===== config.mk =====
export PLATFORM = sky130hd
export DESIGN_NAME = ads1292_controller
export DESIGN_NICKNAME = d
export VERILOG_FILES = /design/src/hdl/ads_pkg.sv /design/src/hdl/ads1292_controller.sv /design/src/hdl/ads_sequencer.sv /design/src/hdl/drdy_monitor.sv /design/src/hdl/frame_collector.sv /design/src/hdl/spi_byte_master.sv
export SDC_FILE = /design/constraint.sdc
export NUM_CORES = 1
export LEC_CHECK = 0
export BUFFER_PORTS_ARGS = -buffer_cell sky130_fd_sc_hd__buf_2
export CORE_ASPECT_RATIO = 2
export CORE_MARGIN = 3
export CORE_UTILIZATION = 35
export CTS_CLUSTER_DIAMETER = 60
export DETAILED_ROUTE_END_ITERATION = 12
export PLACE_DENSITY = 0.51
export SETUP_SLACK_MARGIN = 0.3
export SKIP_CTS_REPAIR_TIMING = 1
export SLEW_MARGIN = 20
export SYNTH_ARGS = -nofsm -noshare
export SYNTH_HDL_FRONTEND = slang
export SYNTH_SLANG_ARGS = --single-unit
export TNS_END_PERCENT = 100

===== constraint.sdc =====
create_clock -name i_CLK -period 9.5 [get_ports i_CLK]
set_clock_uncertainty 0.2 [all_clocks]
set_input_delay 1.9 -clock i_CLK [delete_from_list [all_inputs] [get_ports i_CLK]]
set_output_delay 1.9 -clock i_CLK [all_outputs]
set_load 0.005 [all_outputs]

===== src/hdl/ads_pkg.sv =====
package ads_pkg;

	// =========================================================================
	// host side command types
	// =========================================================================
	typedef enum logic [2:0] {
		OP_NOP    = 3'd0,
		OP_WREG   = 3'd1,
		OP_RREG   = 3'd2,
		OP_RDATAC = 3'd3,
		OP_SDATAC = 3'd4
	} ads_op_e;

	typedef struct packed {
		ads_op_e    op;
		logic [4:0] addr;  // ADS1292 register address
		logic [7:0] wdata; // WREG payload
	} ads_cmd_t;

	// byte link between sequencer and SPI master
	typedef struct packed {
		logic       valid;
		logic [7:0] byte_data;
	} spi_tx_t;

	typedef struct packed {
		logic       valid;     // one cycle, end of byte
		logic [7:0] byte_data;
	} spi_rx_t;

	// one RDATAC sample, MSB byte first on the wire
	typedef struct packed {
		logic [23:0] status;
		logic [23:0] ch1;
		logic [23:0] ch2;
	} ads_frame_t;

	// =========================================================================
	// ADS1292 opcodes
	// =========================================================================
	localparam logic [7:0] CMD_SDATAC = 8'h11;
	localparam logic [7:0] CMD_RDATAC = 8'h10;
	localparam logic [2:0] OPC_RREG   = 3'b001; // 001r_rrrr
	localparam logic [2:0] OPC_WREG   = 3'b010; // 010r_rrrr

	// timing, shortened for simulation
	localparam int CLKS_PER_HALF_BIT = 2;   // sclk = clk / 4
	localparam int POR_WAIT_CYCLES   = 200;
	localparam int RESET_WAIT_CYCLES = 36;  // reset low time and wait after it
	localparam int CS_HOLD_CYCLES    = 16;  // >= 4 tCLK before csn high
	localparam int SETTLE_PULSES     = 3;   // settled data on 4th drdy
	localparam int FRAME_BYTES       = 9;   // 24 status + 2 x 24 data

	// counter widths
	localparam int HALF_CNT_W   = (CLKS_PER_HALF_BIT > 1) ? $clog2(CLKS_PER_HALF_BIT) : 1;
	localparam int WAIT_CNT_W   = $clog2(POR_WAIT_CYCLES); // longest wait
	localparam int SETTLE_CNT_W = $clog2(SETTLE_PULSES + 1);
	localparam int BYTE_CNT_W   = $clog2(FRAME_BYTES + 1);

endpackage


===== src/hdl/ads1292_controller.sv =====
`timescale 1ns/1ps

module ads1292_controller (
	input  logic                i_CLK,
	input  logic                i_RSTN,
	// host
	input  ads_pkg::ads_cmd_t   i_cmd,
	input  logic                i_cmd_valid,
	output logic                o_busy,
	output logic                o_init_done,
	output logic [7:0]          o_reg_rdata,
	output ads_pkg::ads_frame_t o_frame,
	output logic                o_frame_valid,
	// ADS1292 pins
	output logic                o_spi_clk,
	output logic                o_spi_mosi,
	input  logic                i_spi_miso,
	input  logic                i_drdy_n,
	output logic                o_ads_resetn,
	output logic                o_ads_start,
	output logic                o_spi_csn
);
	import ads_pkg::*;

	spi_tx_t w_tx;
	spi_rx_t w_rx;
	logic    w_tx_ready;
	logic    w_drdy_n;    // synchronized
	logic    w_drdy_fall;
	logic    w_settled;
	logic    w_arm;
	logic    w_stream_en;
	logic    w_frame_done;

	// =========================================================================
	// control
	// =========================================================================
	ads_sequencer u_seq (
		.i_CLK        (i_CLK),
		.i_RSTN       (i_RSTN),
		.i_cmd        (i_cmd),
		.i_cmd_valid  (i_cmd_valid),
		.o_busy       (o_busy),
		.o_init_done  (o_init_done),
		.o_reg_rdata  (o_reg_rdata),
		.o_tx         (w_tx),
		.i_tx_ready   (w_tx_ready),
		.i_rx         (w_rx),
		.i_drdy_n     (w_drdy_n),
		.i_drdy_fall  (w_drdy_fall),
		.i_settled    (w_settled),
		.o_arm        (w_arm),
		.o_stream_en  (w_stream_en),
		.i_frame_done (w_frame_done),
		.o_ads_resetn (o_ads_resetn),
		.o_ads_start  (o_ads_start),
		.o_spi_csn    (o_spi_csn)
	);

	drdy_monitor u_drdy (
		.i_CLK       (i_CLK),
		.i_RSTN      (i_RSTN),
		.i_drdy_n    (i_drdy_n),
		.i_arm       (w_arm),
		.o_drdy_n    (w_drdy_n),
		.o_drdy_fall (w_drdy_fall),
		.o_settled   (w_settled)
	);

	// =========================================================================
	// data path
	// =========================================================================
	spi_byte_master u_spi (
		.i_CLK      (i_CLK),
		.i_RSTN     (i_RSTN),
		.i_tx       (w_tx),
		.o_tx_ready (w_tx_ready),
		.o_rx       (w_rx),
		.o_spi_clk  (o_spi_clk),
		.o_spi_mosi (o_spi_mosi),
		.i_spi_miso (i_spi_miso)
	);

	frame_collector u_frame (
		.i_CLK         (i_CLK),
		.i_RSTN        (i_RSTN),
		.i_stream_en   (w_stream_en),
		.i_rx          (w_rx),
		.o_frame       (o_frame),
		.o_frame_valid (o_frame_valid),
		.o_frame_done  (w_frame_done)
	);

endmodule


===== src/hdl/ads_sequencer.sv =====
`timescale 1ns/1ps

module ads_sequencer (
	input  logic              i_CLK,
	input  logic              i_RSTN,
	input  ads_pkg::ads_cmd_t i_cmd,
	input  logic              i_cmd_valid,
	output logic              o_busy,
	output logic              o_init_done,
	output logic [7:0]        o_reg_rdata,
	output ads_pkg::spi_tx_t  o_tx,
	input  logic              i_tx_ready,
	input  ads_pkg::spi_rx_t  i_rx,
	input  logic              i_drdy_n,
	input  logic              i_drdy_fall,
	input  logic              i_settled,
	output logic              o_arm,
	output logic              o_stream_en,
	input  logic              i_frame_done,
	output logic              o_ads_resetn,
	output logic              o_ads_start,
	output logic              o_spi_csn
);
	import ads_pkg::*;

	typedef enum logic [3:0] {
		ST_POR_WAIT,
		ST_RESET_PULSE,
		ST_RESET_WAIT,
		ST_INIT_SDATAC,
		ST_IDLE,
		ST_SEND,
		ST_RREG_CAPTURE,
		ST_STREAM_SETTLE,
		ST_STREAM_WAIT_DRDY,
		ST_STREAM_READ,
		ST_STOP_WAIT,
		ST_CS_HOLD
	} seq_state_e;

	seq_state_e            r_state;
	ads_cmd_t              r_cmd;
	logic [WAIT_CNT_W-1:0] r_wait_cnt;
	logic [WAIT_CNT_W-1:0] w_wait_lim;
	logic [BYTE_CNT_W-1:0] r_byte_idx;
	logic [BYTE_CNT_W-1:0] w_last_idx;
	logic                  r_in_flight; // byte handed to spi master
	logic                  r_stop_req;
	logic                  w_waiting;
	logic                  w_wait_done;
	logic                  w_xfer;
	logic                  w_issue;
	logic                  w_byte_done;
	logic                  w_accept;
	logic                  w_streaming;
	logic [7:0]            w_next_byte;

	// byte n of a register or command sequence
	function automatic logic [7:0] cmd_byte(input ads_cmd_t cmd,
		input logic [BYTE_CNT_W-1:0] idx);
		logic [7:0] b;
		b = 8'h00; // count byte / dummy
		case (cmd.op)
			OP_WREG: begin
				if (idx == '0)
					b = {OPC_WREG, cmd.addr};
				else if (idx == BYTE_CNT_W'(2))
					b = cmd.wdata;
			end
			OP_RREG: begin
				if (idx == '0)
					b = {OPC_RREG, cmd.addr};
			end
			OP_RDATAC: b = CMD_RDATAC;
			OP_SDATAC: b = CMD_SDATAC;
			default:   b = 8'h00;
		endcase
		return b;
	endfunction

	// =========================================================================
	// shared wait counter
	// =========================================================================
	assign w_waiting = (r_state == ST_POR_WAIT) || (r_state == ST_RESET_PULSE) ||
		(r_state == ST_RESET_WAIT) || (r_state == ST_CS_HOLD);

	always_comb begin
		case (r_state)
			ST_POR_WAIT:    w_wait_lim = WAIT_CNT_W'(POR_WAIT_CYCLES - 1);
			ST_RESET_PULSE,
			ST_RESET_WAIT:  w_wait_lim = WAIT_CNT_W'(RESET_WAIT_CYCLES - 1);
			default:        w_wait_lim = WAIT_CNT_W'(CS_HOLD_CYCLES - 1);
		endcase
	end

	assign w_wait_done = w_waiting && (r_wait_cnt == w_wait_lim);

	always_ff @(posedge i_CLK or negedge i_RSTN) begin
		if (!i_RSTN)
			r_wait_cnt <= '0;
		else if (w_waiting && !w_wait_done)
			r_wait_cnt <= r_wait_cnt + 1'b1;
		else
			r_wait_cnt <= '0; // zero on entry to every wait
	end

	// =========================================================================
	// byte handshake toward spi master
	// =========================================================================
	assign w_streaming = (r_state == ST_STREAM_SETTLE) ||
		(r_state == ST_STREAM_WAIT_DRDY) || (r_state == ST_STREAM_READ);
	assign w_xfer      = (r_state == ST_SEND) || (r_state == ST_RREG_CAPTURE) ||
		(r_state == ST_STREAM_READ);
	assign w_issue     = w_xfer && !r_in_flight && i_tx_ready &&
		((r_state != ST_STREAM_READ) || (r_byte_idx < BYTE_CNT_W'(FRAME_BYTES)));
	assign w_byte_done = r_in_flight && !o_tx.valid && i_tx_ready; // ready back
	assign w_next_byte = (r_state == ST_STREAM_READ) ? 8'h00 : cmd_byte(r_cmd, r_byte_idx);
	assign w_last_idx  = (r_cmd.op == OP_WREG) ? BYTE_CNT_W'(2) :
		(r_cmd.op == OP_RREG) ? BYTE_CNT_W'(1) : '0; // rreg dummy sent in capture
	assign w_accept    = i_cmd_valid && !o_busy;
	assign o_stream_en = (r_state == ST_STREAM_READ);

	// =========================================================================
	// main FSM
	// =========================================================================
	always_ff @(posedge i_CLK or negedge i_RSTN) begin
		if (!i_RSTN) begin
			r_state      <= ST_POR_WAIT;
			r_cmd        <= '0;
			r_byte_idx   <= '0;
			r_in_flight  <= 1'b0;
			r_stop_req   <= 1'b0;
			o_tx         <= '0;
			o_busy       <= 1'b0;
			o_init_done  <= 1'b0;
			o_arm        <= 1'b0;
			o_ads_resetn <= 1'b1;
			o_ads_start  <= 1'b0;
			o_spi_csn    <= 1'b1;
		end else begin
			o_tx.valid <= 1'b0; // single cycle valid
			o_arm      <= 1'b0;
			if (w_issue) begin
				o_tx.valid     <= 1'b1;
				o_tx.byte_data <= w_next_byte;
				r_in_flight    <= 1'b1;
			end else if (w_byte_done) begin
				r_in_flight <= 1'b0;
			end

			// only SDATAC gets in while streaming
			if (w_streaming && w_accept && (i_cmd.op == OP_SDATAC)) begin
				r_stop_req <= 1'b1;
				o_busy     <= 1'b1;
			end

			case (r_state)
				ST_POR_WAIT: begin
					o_busy <= 1'b1; // no host commands during init
					if (w_wait_done) begin
						o_ads_resetn <= 1'b0;
						r_state      <= ST_RESET_PULSE;
					end
				end
				ST_RESET_PULSE: begin
					if (w_wait_done) begin
						o_ads_resetn <= 1'b1;
						r_state      <= ST_RESET_WAIT;
					end
				end
				ST_RESET_WAIT: begin
					if (w_wait_done)
						r_state <= ST_INIT_SDATAC;
				end
				ST_INIT_SDATAC: begin
					r_cmd.op   <= OP_SDATAC; // chip wakes up in RDATAC
					r_byte_idx <= '0;
					o_spi_csn  <= 1'b0;
					r_state    <= ST_SEND;
				end
				ST_IDLE: begin
					if (w_accept) begin
						case (i_cmd.op)
							OP_WREG, OP_RREG, OP_SDATAC, OP_RDATAC: begin
								r_cmd      <= i_cmd;
								r_byte_idx <= '0;
								o_busy     <= 1'b1;
								o_spi_csn  <= 1'b0;
								r_state    <= ST_SEND;
								if (i_cmd.op == OP_RDATAC)
									o_ads_start <= 1'b1; // conversions by pin
							end
							default: r_state <= ST_IDLE;
						endcase
					end
				end
				ST_SEND: begin
					if (w_byte_done) begin
						if (r_byte_idx == w_last_idx) begin
							case (r_cmd.op)
								OP_RDATAC: begin
									o_busy  <= 1'b0; // streaming, csn stays low
									o_arm   <= 1'b1;
									r_state <= ST_STREAM_SETTLE;
								end
								OP_RREG: begin
									r_byte_idx <= r_byte_idx + 1'b1;
									r_state    <= ST_RREG_CAPTURE;
								end
								default: r_state <= ST_CS_HOLD;
							endcase
						end else begin
							r_byte_idx <= r_byte_idx + 1'b1;
						end
					end
				end
				ST_RREG_CAPTURE: begin
					if (w_byte_done)
						r_state <= ST_CS_HOLD;
				end
				ST_STREAM_SETTLE: begin
					if (r_stop_req)
						r_state <= ST_STOP_WAIT;
					else if (i_settled && !o_arm) // count clears on arm
						r_state <= ST_STREAM_WAIT_DRDY;
				end
				ST_STREAM_WAIT_DRDY: begin
					if (r_stop_req) begin
						r_state <= ST_STOP_WAIT;
					end else if (i_drdy_fall) begin
						r_byte_idx <= '0;
						r_state    <= ST_STREAM_READ;
					end
				end
				ST_STREAM_READ: begin
					if (w_byte_done)
						r_byte_idx <= r_byte_idx + 1'b1;
					if (i_frame_done)
						r_state <= r_stop_req ? ST_STOP_WAIT : ST_STREAM_WAIT_DRDY;
				end
				ST_STOP_WAIT: begin
					if (i_drdy_n) begin // keep clear of the drdy pulse
						r_cmd.op   <= OP_SDATAC;
						r_stop_req <= 1'b0;
						r_byte_idx <= '0;
						r_state    <= ST_SEND;
					end
				end
				ST_CS_HOLD: begin
					if (w_wait_done) begin
						o_spi_csn   <= 1'b1;
						o_busy      <= 1'b0;
						o_init_done <= 1'b1; // first pass ends init
						if (r_cmd.op == OP_SDATAC)
							o_ads_start <= 1'b0;
						r_state <= ST_IDLE;
					end
				end
				default: r_state <= ST_IDLE;
			endcase
		end
	end

	// register read result
	always_ff @(posedge i_CLK) begin
		if ((r_state == ST_RREG_CAPTURE) && i_rx.valid)
			o_reg_rdata <= i_rx.byte_data;
	end

	// bytes only shift with the chip selected
	a_csn_low_while_shifting: assert property (
		@(posedge i_CLK) disable iff (!i_RSTN) !i_tx_ready |-> !o_spi_csn
	) else $error("ads_sequencer: spi byte in progress with csn high");

endmodule


===== src/hdl/drdy_monitor.sv =====
`timescale 1ns/1ps

module drdy_monitor (
	input  logic i_CLK,
	input  logic i_RSTN,
	input  logic i_drdy_n,    // async pin from the ADS1292
	input  logic i_arm,       // restart settle count
	output logic o_drdy_n,
	output logic o_drdy_fall,
	output logic o_settled
);
	import ads_pkg::*;

	logic [1:0]              r_sync;
	logic                    r_last;
	logic [SETTLE_CNT_W-1:0] r_cnt;

	assign o_drdy_n    = r_sync[1];
	assign o_drdy_fall = r_last & ~r_sync[1];                    // 3rd cycle after pin
	assign o_settled   = (r_cnt == SETTLE_CNT_W'(SETTLE_PULSES));

	always_ff @(posedge i_CLK or negedge i_RSTN) begin
		if (!i_RSTN) begin
			r_sync <= 2'b11; // drdy idles high
			r_last <= 1'b1;
			r_cnt  <= '0;
		end else begin
			r_sync <= {r_sync[0], i_drdy_n};
			r_last <= r_sync[1];
			if (i_arm)
				r_cnt <= '0;
			else if (o_drdy_fall && !o_settled)
				r_cnt <= r_cnt + 1'b1; // saturates at SETTLE_PULSES
		end
	end

endmodule


===== src/hdl/frame_collector.sv =====
`timescale 1ns/1ps

module frame_collector (
	input  logic                i_CLK,
	input  logic                i_RSTN,
	input  logic                i_stream_en,
	input  ads_pkg::spi_rx_t    i_rx,
	output ads_pkg::ads_frame_t o_frame,
	output logic                o_frame_valid,
	output logic                o_frame_done
);
	import ads_pkg::*;

	logic [BYTE_CNT_W-1:0] r_cnt;
	logic [63:0]           r_shift; // first eight bytes of the frame
	logic                  w_take;
	logic                  w_last;

	assign w_take       = i_stream_en && i_rx.valid;
	assign w_last       = (r_cnt == BYTE_CNT_W'(FRAME_BYTES - 1));
	assign o_frame_done = o_frame_valid; // sequencer ends its read burst on this

	always_ff @(posedge i_CLK or negedge i_RSTN) begin
		if (!i_RSTN) begin
			r_cnt         <= '0;
			o_frame_valid <= 1'b0;
		end else begin
			o_frame_valid <= w_take && w_last;
			if (!i_stream_en)
				r_cnt <= '0; // drop partial frame
			else if (i_rx.valid)
				r_cnt <= w_last ? '0 : r_cnt + 1'b1;
		end
	end

	// msb byte first
	always_ff @(posedge i_CLK) begin
		if (w_take)
			r_shift <= {r_shift[55:0], i_rx.byte_data};
		if (w_take && w_last)
			o_frame <= {r_shift, i_rx.byte_data}; // held until next frame
	end

endmodule


===== src/hdl/spi_byte_master.sv =====
`timescale 1ns/1ps

module spi_byte_master (
	input  logic             i_CLK,
	input  logic             i_RSTN,
	input  ads_pkg::spi_tx_t i_tx,
	output logic             o_tx_ready,
	output ads_pkg::spi_rx_t o_rx,
	output logic             o_spi_clk,  // mode 1, idles low
	output logic             o_spi_mosi,
	input  logic             i_spi_miso
);
	import ads_pkg::*;

	logic                  r_busy;
	logic [HALF_CNT_W-1:0] r_half_cnt;
	logic [4:0]            r_edge_cnt; // 16 sclk edges per byte
	logic [7:0]            r_tx_sh;
	logic [7:0]            r_rx_sh;
	logic                  r_rx_valid;
	logic                  w_edge;

	// sclk toggles at end of each half bit
	assign w_edge = r_busy && (r_half_cnt == HALF_CNT_W'(CLKS_PER_HALF_BIT - 1));

	assign o_tx_ready     = !r_busy;
	assign o_rx.valid     = r_rx_valid;
	assign o_rx.byte_data = r_rx_sh;

	// =========================================================================
	// clock generation and bit count
	// =========================================================================
	always_ff @(posedge i_CLK or negedge i_RSTN) begin
		if (!i_RSTN) begin
			r_busy     <= 1'b0;
			r_half_cnt <= '0;
			r_edge_cnt <= '0;
			o_spi_clk  <= 1'b0;
			o_spi_mosi <= 1'b0;
			r_rx_valid <= 1'b0;
		end else begin
			r_rx_valid <= 1'b0;
			if (!r_busy) begin
				r_half_cnt <= '0;
				if (i_tx.valid) begin
					r_busy     <= 1'b1;
					r_edge_cnt <= 5'd16;
				end
			end else if (w_edge) begin
				r_half_cnt <= '0;
				o_spi_clk  <= ~o_spi_clk;
				r_edge_cnt <= r_edge_cnt - 5'd1;
				if (!o_spi_clk) begin
					o_spi_mosi <= r_tx_sh[7]; // leading edge drives
				end else if (r_edge_cnt == 5'd1) begin
					r_busy     <= 1'b0; // last trailing edge
					r_rx_valid <= 1'b1;
				end
			end else begin
				r_half_cnt <= r_half_cnt + 1'b1;
			end
		end
	end

	// shift registers
	always_ff @(posedge i_CLK) begin
		if (!r_busy && i_tx.valid)
			r_tx_sh <= i_tx.byte_data;
		else if (w_edge && !o_spi_clk)
			r_tx_sh <= {r_tx_sh[6:0], 1'b0};
		if (w_edge && o_spi_clk)
			r_rx_sh <= {r_rx_sh[6:0], i_spi_miso}; // trailing edge samples
	end

	// sequencer must wait for ready before the next byte
	a_tx_valid_needs_ready: assert property (
		@(posedge i_CLK) disable iff (!i_RSTN) i_tx.valid |-> o_tx_ready
	) else $error("spi_byte_master: tx valid while a byte is shifting");

endmodule


==> flow_metrics.env <==
export IMPL_cp_arrival_ns=3.81
export IMPL_status="finished clean"
export IMPL_die_area_um2=26430
export IMPL_timing_final_crit_period_ns=3.883
export IMPL_setup_ws_ns=5.617
export IMPL_syn_inst=560
export IMPL_antenna_cells=0
export IMPL_grt_first_pass_wirelength_um=26740
export IMPL_dp_hpwl_um=11780
export IMPL_routed_wl_um=16990
export IMPL_pin_count=109
export IMPL_synth_edf_count=160
export IMPL_grt_max_degree=74
export IMPL_routed_top_layer="met4"
export IMPL_hold_viol=0
export IMPL_clkSlewWorstSetupHoldPaths_ns=0.06
export IMPL_synth_avg_cell_area_um2=15.25
export IMPL_core_region_area_um2=23920
export IMPL_post_route_period_util_pct=40.88
export IMPL_portBuffers=108
export IMPL_cts_root_buf="clkbuf_16"
export IMPL_antenna_found_initial=0
export IMPL_hold_ws_ns=0.1577
export IMPL_routedWlPerCell_um=17.28
export IMPL_ys_ff_latch=229
export IMPL_vias=4906
export IMPL_setup_tns_final_ns=0
export IMPL_synth_ff_type="edfxtp_1"
export IMPL_h_tree_depth=1
export IMPL_start_util_pct=35.71
export IMPL_place_ws_ns=5.258
export IMPL_path_cells="inv_1 -> nor2_1 -> and3_2 -> buf_4 -> nor3b_2 -> buf_4"
export IMPL_crit_required_ns=9.43
export IMPL_num_rows=80
export IMPL_synthArstFlopShare_pct=30.13
export IMPL_cp_max_fo=73
export IMPL_maxSlewHeadroom_pct=31.49
export IMPL_setup_viol=0
export IMPL_synth_nets=591
export IMPL_numClockSinks=229
export IMPL_cts_tree="yes"
export IMPL_first_pass_iters=4
export IMPL_overflow=0
export IMPL_wl_met3_um=736
export IMPL_numCtsBuffers=22
export IMPL_hold_class="reg -> reg"
export IMPL_p_per_area_nw_per_um2=198.3
export IMPL_area_growth_syn_to_layout_pct=19.10
export IMPL_final_common_cell="edfxtp_1"
export IMPL_final_cell_area_um2=10170
export IMPL_die_y_um=226.9
export IMPL_gp_congestion=0.8443
export IMPL_drc_errors=0
export IMPL_grt_pass1_vias=5071
export IMPL_ys_types=61
export IMPL_cp_end_kind="flip-flop"
export IMPL_netlist_area_um2=8542
export IMPL_via_per_inst=4.991
export IMPL_clock_path_buffers=3
export IMPL_tightest_slew_ns=1.024
export IMPL_startpoint_type="flip-flop"
export IMPL_cp_slowest_stage_delay_ns=0.78
export IMPL_placed_area_um2=9403
export IMPL_seq_area_frac_synth_pct=76.53
export IMPL_wl_met1_um=6350
export IMPL_grt_use_total_pct=12.84
export IMPL_r2r_slack_ns=5.62
export IMPL_yosysWarnings=0
export IMPL_drv_cap=0
export IMPL_rsz0062_at_grt="no"
export IMPL_insertion_delay_ns=0.51
export IMPL_path_class="reg -> reg"
export IMPL_drtIter0Drc=307
export IMPL_critPathSlowestCell="dfrtp_1"
export IMPL_slew_viol_final=0
export IMPL_die_width_um=116.5
export IMPL_drive_gt1_share_pct=25.00
export IMPL_final_cell_mix="edfxtp_1 (160), buf_2 (108), nand2_1 (64), dfrtp_1 (64), nor2_1 (30)"
export IMPL_fmax_mhz=257.5
export IMPL_worst_path_most_repeated_cell="buf_4"
export IMPL_dr_wl_met2_um=9301
export IMPL_nNetsFinal=711
export IMPL_vdd_drop_max_uv=142.5
export IMPL_leakagePower_nw=3.910
export IMPL_postRouteAntennaNets=0
==> where the power goes <==
| part | switching, W | internal, W | total, W |
|---|---|---|---|
| logic | 0.0000192 | 0.0000144 | 0.0000336 |
| clock network | 0.000367 | 0.000544 | 0.000911 |
| registers | 0.00000593 | 0.00107 | 0.00107 |
==> Yosys cell counts, types with 3 or more instances <==
master | n | area, µm²
a21o_1 | 3 | 22.52
a21oi_1 | 11 | 55.05
a22o_1 | 12 | 105.1
a31oi_1 | 7 | 43.79
a32o_1 | 3 | 30.03
and2_1 | 3 | 18.77
and3_1 | 7 | 43.79
buf_2 | 3 | 15.01
clkbuf_1 | 9 | 33.78
dfrtp_1 | 64 | 1602
dfstp_2 | 5 | 131.4
edfxtp_1 | 160 | 4805
ha_1 | 10 | 125.1
inv_1 | 14 | 52.55
mux2_2 | 9 | 101.4
mux2i_1 | 3 | 30.03
nand2_1 | 64 | 240.2
nand2b_1 | 9 | 56.30
nand3_1 | 14 | 70.07
nand4_1 | 5 | 31.28
nor2_1 | 30 | 112.6
nor2b_1 | 7 | 43.79
nor3_1 | 8 | 40.04
nor3b_1 | 7 | 52.55
nor4_1 | 3 | 18.77
o211ai_1 | 3 | 22.52
o21ai_0 | 28 | 140.1
o21ai_1 | 3 | 15.01
xnor2_1 | 9 | 78.83
xor2_1 | 6 | 52.55
==> worst max-delay path, delay by kind of cell, from the launching register on <==
kind                   cells  cell delay, ns
buffers and inverters      3            1.70
flip-flops                 1            0.78
AND/OR/NAND/NOR            3            0.76
==> layer usage <==
metal	up-vias	global-route usage (%)
met3	35	1.969
met1	2415	13.85
met2	126	24.01
met5	-	0
met4	0	5.882
li1	2330	-
==> final timing paths <==
kind,start,to,depth (start not counted)
worst max-delay path,u_seq.r_state[0]$_DFFE_PN0P_,u_frame.o_frame[24]$_DFFE_PP_,6
worst min-delay path,u_drdy.r_sync[0]$_DFF_PN1_,u_drdy.r_sync[1]$_DFF_PN1_,0
min in group asynchronous,i_RSTN,u_seq.r_cmd[10]$_DFFE_PN0P_,2
worst max register to register,u_seq.r_state[0]$_DFFE_PN0P_,u_frame.o_frame[24]$_DFFE_PP_,6
max in group asynchronous,i_RSTN,u_seq.r_wait_cnt[5]$_DFF_PN0_,2
worst min register to register,u_drdy.r_sync[0]$_DFF_PN1_,u_drdy.r_sync[1]$_DFF_PN1_,0
==> stage by stage <==
step,utilization [%],power (W),instances
floorplan,-,0.001110,560
CTS,42.53,0.002053,983
finish,42.53,0.002017,983
detailed placement,39.30,0.001128,943
global route,42.53,0.002091,983
global placement,39.30,0.001125,943
==> flip-flops by register name (all words and copies together) (netlist names), 2 cells and up <==
name	flops
u_frame.o_frame	72
u_frame.r_shift	64
u_seq.r_cmd	16
u_seq.o_tx	9
u_seq.o_reg_rdata	8
u_seq.r_wait_cnt	8
u_spi.r_rx_sh	8
u_spi.r_tx_sh	8
u_spi.r_edge_cnt	5
u_frame.r_cnt	4
u_seq.r_byte_idx	4
u_seq.r_state	4
u_drdy.r_cnt	2
u_drdy.r_sync	2
==> area by class of cell <==
cell class | count | area (µm²)
clock inverter | 12 | 157.7
multi-input combinational | 301 | 1883
timing repair buffer | 112 | 570.5
fill | 2155 | 13750
inverter | 14 | 52.55
sequential | 229 | 6538
tap | 287 | 359.1
clock buffer | 28 | 613.1
==> cell families (layout without fill, tap and decap cells) <==
kind of cell,Yosys count,after routing,share of synthesized area [%]
and+or+nand+nor,172,172,9.975
xor gates and xnor gates,15,15,1.538
buffers and inverters,30,166,1.494
adders and majority gates,10,10,1.465
DFF,229,229,76.53
muxes,12,12,1.538
AOI/OAI and AO/OA,92,92,7.456
No activity file was read; power rests on OpenSTA's default activity.
